==> config.mk <==
export PLATFORM = sky130hd
export DESIGN_NAME = lsu_mpu_top
export DESIGN_NICKNAME = d
export VERILOG_FILES = /design/src/logic/lsu_mpu_pkg.sv /design/src/logic/lsu_mpu.sv /design/src/logic/lsu_mpu_top.sv /design/src/logic/pma_checker.sv /design/src/logic/txn_tracker.sv
export VERILOG_INCLUDE_DIRS = /design/src /design/src/logic
export SDC_FILE = /design/constraint.sdc
export NUM_CORES = 1
export LEC_CHECK = 0
export ABC_AREA = 1
export BUFFER_PORTS_ARGS = -buffer_cell sky130_fd_sc_hd__clkbuf_2
export CAP_MARGIN = 10
export CORE_AREA = 2 2 86 88
export DETAILED_ROUTE_END_ITERATION = 7
export DIE_AREA = 0 0 88 90
export MAX_ROUTING_LAYER = met4
export PLACE_DENSITY = 0.61
export SLEW_MARGIN = 25
export SYNTH_ARGS = -nofsm -noshare
export SYNTH_HDL_FRONTEND = slang
export SYNTH_SLANG_ARGS = --single-unit
==> constraint.sdc <==
create_clock -name clk -period 2.2 [get_ports clk]
set_clock_uncertainty 0.05 [all_clocks]
set_input_delay 0.22 -clock clk [delete_from_list [all_inputs] [get_ports clk]]
set_output_delay 0.22 -clock clk [all_outputs]
set_load 0.01 [all_outputs]
==> src/logic/lsu_mpu_defs.svh <==
// Global sizes for the data-side memory protection path
// Include before the package and in any module that sizes itself from these
`ifndef LSU_MPU_DEFS_SVH
`define LSU_MPU_DEFS_SVH

////////////////////
// Datapath widths
////////////////////

// Physical address width
`define LSU_ADDR_W 32

// Load and store data width
`define LSU_DATA_W 32

////////////////////
// Sizing
////////////////////

// Entries in the attribute region table
`define LSU_PMA_REGIONS 4

// Most accesses in flight between core and bus
`define LSU_MAX_OUTSTANDING 4

`endif

==> src/logic/lsu_mpu_pkg.sv <==
// Shared types for the load/store protection path
// Holds the request and response structs, the FSM and status enums and the region table
`default_nettype none

`include "lsu_mpu_defs.svh"

package lsu_mpu_pkg;

  ////////////////////
  // Plain vectors
  ////////////////////

  typedef logic [`LSU_ADDR_W-1:0] addr_t;
  typedef logic [`LSU_DATA_W-1:0] data_t;

  // Must hold the value LSU_MAX_OUTSTANDING itself
  typedef logic [$clog2(`LSU_MAX_OUTSTANDING+1)-1:0] pend_cnt_t;

  // Bit 1 cacheable, bit 0 bufferable
  typedef logic [1:0] memtype_t;

  ////////////////////
  // Bus structs
  ////////////////////

  // Request from the core side
  typedef struct packed {
    addr_t       addr;
    logic        we;
    logic [3:0]  be;
    data_t       wdata;
    logic        atomic;
  } core_req_t;

  // Same request tagged with attributes for the bus
  typedef struct packed {
    addr_t       addr;
    logic        we;
    logic [3:0]  be;
    data_t       wdata;
    logic        atomic;
    memtype_t    memtype;
  } bus_req_t;

  typedef struct packed {
    data_t       rdata;
    logic        err;
  } bus_resp_t;

  typedef enum logic [1:0] {
    MPU_OK,
    MPU_RE_FAULT,
    MPU_WR_FAULT
  } mpu_status_e;

  typedef struct packed {
    bus_resp_t   bus_resp;
    mpu_status_e mpu_status;
  } core_resp_t;

  ////////////////////
  // Protection
  ////////////////////

  // Hit when (addr & mask) == base
  typedef struct packed {
    addr_t       base;
    addr_t       mask;
    logic        main;
    logic        bufferable;
    logic        cacheable;
  } pma_region_t;

  typedef enum logic [2:0] {
    MPU_IDLE,
    MPU_RE_ERR_WAIT,
    MPU_WR_ERR_WAIT,
    MPU_RE_ERR_RESP,
    MPU_WR_ERR_RESP
  } mpu_state_e;

  // Fixed region map, lowest index has priority
  localparam pma_region_t PMA_TABLE [0:`LSU_PMA_REGIONS-1] = '{
    // Main RAM, 64 KiB
    '{base: 32'h0000_0000, mask: 32'hFFFF_0000, main: 1'b1, bufferable: 1'b1, cacheable: 1'b1},
    // Main ROM, 64 KiB
    '{base: 32'h1000_0000, mask: 32'hFFFF_0000, main: 1'b1, bufferable: 1'b0, cacheable: 1'b1},
    // Peripheral I/O, 4 KiB
    '{base: 32'h2000_0000, mask: 32'hFFFF_F000, main: 1'b0, bufferable: 1'b0, cacheable: 1'b0},
    // Second I/O window, 4 KiB
    '{base: 32'h3000_0000, mask: 32'hFFFF_F000, main: 1'b0, bufferable: 1'b0, cacheable: 1'b0}
  };

endpackage

`default_nettype wire

==> src/logic/lsu_mpu.sv <==
// Protection stage between the core request port and the bus port
// Good requests pass straight through with their memory attributes attached
// Faulting requests are held off the bus and answered locally once every
// earlier access has completed
`timescale 1ns/1ps
`default_nettype none

module lsu_mpu import lsu_mpu_pkg::*; (
  input  logic       clk,
  input  logic       rst_n,
  // Core side
  input  logic       core_req_valid_i,
  input  core_req_t  core_req_i,
  output logic       core_req_ready_o,
  output logic       core_resp_valid_o,
  output core_resp_t core_resp_o,
  // Bus side
  output logic       bus_req_valid_o,
  output bus_req_t   bus_req_o,
  input  logic       bus_req_ready_i,
  input  logic       bus_resp_valid_i,
  input  bus_resp_t  bus_resp_i,
  // From the tracker
  input  logic       one_pend_n_i
);

  mpu_state_e  state_q;
  mpu_state_e  state_n;
  logic        pma_err;
  memtype_t    memtype;
  logic        block_core;
  logic        block_bus;
  logic        fault_valid;
  mpu_status_e mpu_status;

  ////////////////////
  // Fault FSM
  ////////////////////

  // A faulting request is swallowed in the cycle it would be accepted
  // Then wait until only that request is left before answering it
  always_comb begin
    state_n     = state_q;
    block_core  = 1'b0;
    block_bus   = 1'b0;
    fault_valid = 1'b0;
    mpu_status  = MPU_OK;
    case (state_q)
      MPU_IDLE: begin
        if (pma_err && core_req_valid_i) begin
          // Never on the bus, also while the bus is stalling
          block_bus = 1'b1;
          if (bus_req_ready_i) begin
            // Still accepted from the core
            if (core_req_i.we) begin
              state_n = one_pend_n_i ? MPU_WR_ERR_RESP : MPU_WR_ERR_WAIT;
            end else begin
              state_n = one_pend_n_i ? MPU_RE_ERR_RESP : MPU_RE_ERR_WAIT;
            end
          end
        end
      end
      MPU_RE_ERR_WAIT, MPU_WR_ERR_WAIT: begin
        // Earlier accesses still in flight
        block_core = 1'b1;
        block_bus  = 1'b1;
        if (one_pend_n_i) begin
          state_n = (state_q == MPU_RE_ERR_WAIT) ? MPU_RE_ERR_RESP : MPU_WR_ERR_RESP;
        end
      end
      MPU_RE_ERR_RESP, MPU_WR_ERR_RESP: begin
        block_core  = 1'b1;
        block_bus   = 1'b1;
        // Local answer toward the core
        fault_valid = 1'b1;
        mpu_status  = (state_q == MPU_RE_ERR_RESP) ? MPU_RE_FAULT : MPU_WR_FAULT;
        state_n     = MPU_IDLE;
      end
      default: begin
        state_n = MPU_IDLE;
      end
    endcase
  end

  always_ff @(posedge clk or negedge rst_n) begin
    if (!rst_n) begin
      state_q <= MPU_IDLE;
    end else begin
      state_q <= state_n;
    end
  end

  ////////////////////
  // Request path
  ////////////////////

  assign bus_req_valid_o  = core_req_valid_i && !block_bus;
  assign core_req_ready_o = bus_req_ready_i && !block_core;

  // Copy of the core request plus attributes
  always_comb begin
    bus_req_o.addr    = core_req_i.addr;
    bus_req_o.we      = core_req_i.we;
    bus_req_o.be      = core_req_i.be;
    bus_req_o.wdata   = core_req_i.wdata;
    bus_req_o.atomic  = core_req_i.atomic;
    bus_req_o.memtype = memtype;
  end

  ////////////////////
  // Response path
  ////////////////////

  // Never both at once since the FSM waits out all bus traffic
  assign core_resp_valid_o      = bus_resp_valid_i || fault_valid;
  assign core_resp_o.bus_resp   = bus_resp_i;
  assign core_resp_o.mpu_status = mpu_status;

  // Attribute lookup
  pma_checker u_pma_checker (
    .addr_i    (core_req_i.addr),
    .atomic_i  (core_req_i.atomic),
    .pma_err_o (pma_err),
    .memtype_o (memtype)
  );

endmodule

`default_nettype wire

==> src/logic/lsu_mpu_top.sv <==
// Data-side protection subsystem top level
// Core port in, bus port out, with the tracker watching the core-side handshake
// and feeding its look-ahead count to the protection stage
`timescale 1ns/1ps
`default_nettype none

module lsu_mpu_top import lsu_mpu_pkg::*; (
  input  logic       clk,
  input  logic       rst_n,
  // Core side
  input  logic       core_req_valid_i,
  input  core_req_t  core_req_i,
  output logic       core_req_ready_o,
  output logic       core_resp_valid_o,
  output core_resp_t core_resp_o,
  // Bus side
  output logic       bus_req_valid_o,
  output bus_req_t   bus_req_o,
  input  logic       bus_req_ready_i,
  input  logic       bus_resp_valid_i,
  input  bus_resp_t  bus_resp_i
);

  // Exactly one access left after this cycle
  logic one_pend_n;

  ////////////////////
  // Tracker
  ////////////////////

  // Observes the same handshake the core sees
  txn_tracker u_txn_tracker (
    .clk               (clk),
    .rst_n             (rst_n),
    .core_req_valid_i  (core_req_valid_i),
    .core_req_ready_i  (core_req_ready_o),
    .core_resp_valid_i (core_resp_valid_o),
    .one_pend_n_o      (one_pend_n)
  );

  ////////////////////
  // Protection stage
  ////////////////////

  lsu_mpu u_lsu_mpu (
    .clk               (clk),
    .rst_n             (rst_n),
    .core_req_valid_i  (core_req_valid_i),
    .core_req_i        (core_req_i),
    .core_req_ready_o  (core_req_ready_o),
    .core_resp_valid_o (core_resp_valid_o),
    .core_resp_o       (core_resp_o),
    .bus_req_valid_o   (bus_req_valid_o),
    .bus_req_o         (bus_req_o),
    .bus_req_ready_i   (bus_req_ready_i),
    .bus_resp_valid_i  (bus_resp_valid_i),
    .bus_resp_i        (bus_resp_i),
    .one_pend_n_i      (one_pend_n)
  );

endmodule

`default_nettype wire

==> src/logic/pma_checker.sv <==
// Physical memory attribute lookup for one data address
// Purely combinational and used by the protection stage on every core request
`timescale 1ns/1ps
`default_nettype none

`include "lsu_mpu_defs.svh"

module pma_checker import lsu_mpu_pkg::*; #(
  parameter int NUM_REGIONS = `LSU_PMA_REGIONS
) (
  input  addr_t    addr_i,
  input  logic     atomic_i,
  output logic     pma_err_o,
  output memtype_t memtype_o
);

  ////////////////////
  // Region match
  ////////////////////

  logic        hit;
  pma_region_t region;

  // Walk from index 0 and stop taking matches after the first one
  always_comb begin
    hit    = 1'b0;
    region = '0;
    for (int i = 0; i < NUM_REGIONS; i++) begin
      if (!hit && ((addr_i & PMA_TABLE[i].mask) == PMA_TABLE[i].base)) begin
        hit    = 1'b1;
        region = PMA_TABLE[i];
      end
    end
  end

  ////////////////////
  // Verdict
  ////////////////////

  // Unmapped address always faults
  // Atomics are only legal in main memory
  assign pma_err_o = !hit || (atomic_i && !region.main);

  // Attributes only reported for a legal access
  always_comb begin
    if (pma_err_o) begin
      memtype_o = '0;
    end else begin
      memtype_o[1] = region.cacheable;
      memtype_o[0] = region.bufferable;
    end
  end

endmodule

`default_nettype wire

==> src/logic/txn_tracker.sv <==
// Outstanding access counter on the core side of the protection stage
// Watches the request handshake and the response strobe without altering them
// and tells the protection stage when exactly one access will be left
`timescale 1ns/1ps
`default_nettype none

module txn_tracker import lsu_mpu_pkg::*; (
  input  logic clk,
  input  logic rst_n,
  input  logic core_req_valid_i,
  input  logic core_req_ready_i,
  input  logic core_resp_valid_i,
  output logic one_pend_n_o
);

  pend_cnt_t pend_cnt_q;
  pend_cnt_t pend_cnt_n;
  logic      req_accept;

  // Request taken this cycle
  assign req_accept = core_req_valid_i && core_req_ready_i;

  // Next count after this cycle's accept and response
  // Both in the same cycle cancel out
  always_comb begin
    pend_cnt_n = pend_cnt_q;
    if (req_accept && !core_resp_valid_i) begin
      pend_cnt_n = pend_cnt_q + pend_cnt_t'(1);
    end else if (!req_accept && core_resp_valid_i) begin
      pend_cnt_n = pend_cnt_q - pend_cnt_t'(1);
    end
  end

  always_ff @(posedge clk or negedge rst_n) begin
    if (!rst_n) begin
      pend_cnt_q <= '0;
    end else begin
      pend_cnt_q <= pend_cnt_n;
    end
  end

  // Looks ahead one cycle so the FSM can answer right after the last bus response
  assign one_pend_n_o = (pend_cnt_n == pend_cnt_t'(1));

endmodule

`default_nettype wire

==> reports/qor.txt <==
First-pass GRT wire length - 3.443 mm
Largest cells by area after synthesis - buf_4, dfrtp_1, nand2_1, inv_1, nand3_1
CP endpoint kind - flip-flop
Asr flop ratio synth - 100.0%
Hold Path Class - primary input to asynchronous set/reset pin
Final setup TNS - 0 ns
P_leak - 0.6391 nW
CTS buffer count - 3
Post-synth EDFFs - 0
Critical path data arrival time - 2.01 ns
Syn-to-layout area delta - -21.75%
Cells along the critical path - inv_2 > nand2_1 > nand2_1 > nand2_2 > nand3_2 > nand2_2 > nand2_1 > nand2_1 > nand2_1 > nor2_2 > nand2_2 > inv_1 > ha_1 > nand3_1 > nand2_1 > nand3_1 > nand2_1
Final hold vios - 0
CP required - 2.25 ns
Row count - 31
Critical path class - flip-flop to flip-flop
Largest net degree at the start of global routing - 11
Total GRT Usage - 5.561%
Clock Sinks - 6
Initial antenna violation count - 0
Number of global-route vias before repair - 834
Final Wtd Congestion - 0.7791
Drt first pass iters - 4
Max Fclk - 510.2 MHz
Worst hold margin - 0.3282 ns
Core Util, Final - 15.26%
DP Area - 989.7 µm²
Cell mode on critical path - nand2_1
Initial DRC Count - 12
Final setup viols - 0
Worst ir drop on vdd - 237.8 µV
Post-route ant nets - 0
Synth Cell Area - 1369 µm²
Largest family of logic cells by synthesized area - buffers and inverters
Count leader, synth - buf_4
Worst Tran Pin Value - 0.2729 ns
Die Y - 90 µm
Mux contribution to synthesized area - 0%
GRT Residual Overflow - 0
Commonest cells in the netlist - buf_4, nand2_1, inv_1
Total power - 1.133 mW
CP peak stage delay - 0.44 ns
Adder-cell share of the synthesized area - 2.742%
Dpl ws - 0.1653 ns
Max-Cap Viols - 0
Die ar. - 7920 µm²
Clk Tree Root Cell - clkbuf_8
Netlist cell types - 24
Routed met1 length - 798 µm
Period utilization - 89.10%
Worst setup SP type - flip-flop
Register area share after synthesis - 10.97%
DR top layer - met4
Synthesized Nets - 309
Fin worst setup slack - 0.2399 ns
Die X - 88 µm
Synth Area in Simple Gates - 21.85%
Clock Latency Late Sink - 0.22 ns
Core ar. - 7020 µm²
Dpl cells - 248
Dpl hpwl - 1.933 mm
Synth warn - 0
Cell Pwr Density - 1058 nW/µm²
Slew Viols, Final - 0
Slowest CP cell - dfrtp_2
Routed wl met2 - 992 µm
Post-route design area - 1071 µm²
XOR/XNOR Fraction of Synth Area - 0%
Via/cell ratio - 3.609
Antenna Cells - 0
RSZ-0062 raised after global routing - no
Final Non-Filler Cells - 253
Rel. slew slack - 81.77%
Ys flop type - dfrtp_1
Top-level I/O count - 218
WL met3 - 307 µm
Starting Density - 19.50%
Syn_area_per_cell - 6.913 µm²
Via count - 913
CP Max Fanout - 7
Drt total wl - 2.240 mm
Port Buffers - 55
Synth area leader - buf_4
Share of layout cells above drive strength 1 - 49.35%
CTS tree - built
Yosys reg bits - 6
Outcome - complete, no violations
Compound-Gate Fraction of Synth Area - 2.925%
Cells after Synth - 198
Nets - 267
Area share of the largest cell type after synthesis - 56.49%
CTS clk-pin slew, worst paths - 0.03 ns
Final min period - 1.960 ns
CTS max path bufs - 2
CTS H-Tree Depth - 1
DR WL/cell - 8.854 µm
Drc violations - 0
## critical path, delay by kind of cell (launching register included)
| kind | cells | cell delay, ns |
|---|---|---|
| and+or+nand+nor | 14 | 1.01 |
| DFF | 1 | 0.44 |
| adders and majority gates | 1 | 0.21 |
| buffers and inverters | 2 | 0.13 |
## logic make-up after synthesis
| logic type | Yosys count |
|---|---|
| simple gates | 62 |
| buf+inv | 121 |
| fa+ha+maj | 3 |
| compound gates | 6 |
| flops | 6 |
## flip-flops by register name (all words and copies together) (netlist names)
register	flops
u_lsu_mpu.state_q	3
u_txn_tracker.pend_cnt_q	3
## where the power goes
part           leakage, nW  switching [mW]  internal [mW]
logic                0.548           0.441          0.292
registers           0.0698          0.0676          0.173
clock network       0.0216          0.0420          0.117
## final timing paths
path,from,to,slack (ns),cells after the start
min in group clk,core_req_i[37],u_lsu_mpu.state_q[0]$_DFFE_PN0P_,0.33,4
worst max register to register,u_lsu_mpu.state_q[0]$_DFFE_PN0P_,u_lsu_mpu.state_q[1]$_DFFE_PN0P_,0.24,17
worst max-delay path,u_lsu_mpu.state_q[0]$_DFFE_PN0P_,u_lsu_mpu.state_q[1]$_DFFE_PN0P_,0.24,17
worst min-delay path,rst_n,u_txn_tracker.pend_cnt_q[0]$_DFF_PN0_,0.33,2
worst min register to register,u_txn_tracker.pend_cnt_q[0]$_DFF_PN0_,u_txn_tracker.pend_cnt_q[0]$_DFF_PN0_,0.54,3
max in group asynchronous,rst_n,u_lsu_mpu.state_q[1]$_DFFE_PN0P_,1.60,2
## cell usage in the layout (no fill, tap or decap), drive strengths merged
cell         instances
and3                 1
a21oi                1
nand3               12
nand2               27
inv                 17
dlygate4sd3          1
o211a                1
nor2                12
buf                  1
dfrtp                6
o211ai               1
ha                   3
nand4                5
clkbuf              58
o21ai                2
or2                  1
o21bai               1
nor3                 2
nor4                 2
## layer usage
layer	GRT usage [%]	up-vias
met5	-	-
met4	5.128	0
met3	3.489	28
met2	7.576	58
met1	5.228	394
li1	-	433
## final cells by class
type                            count  area [µm²]
Clock buffer                        3       41.29
Fill cell                         791        5949
Inverter                           17       63.81
Multi-Input combinational cell     71       396.6
Sequential cell                     6       152.6
Tap cell                           99       123.9
Timing Repair Buffer               57       292.8
## repair_timing
item | CTS | global route
resized for setup | 0 | 7
hold buffers | 1 | 0
hold endpoints to repair | 6 | 0
buffers inserted | 0 | 1
endpoints found under the setup margin | 0 | 2
No activity file was read; power rests on OpenSTA's default activity.
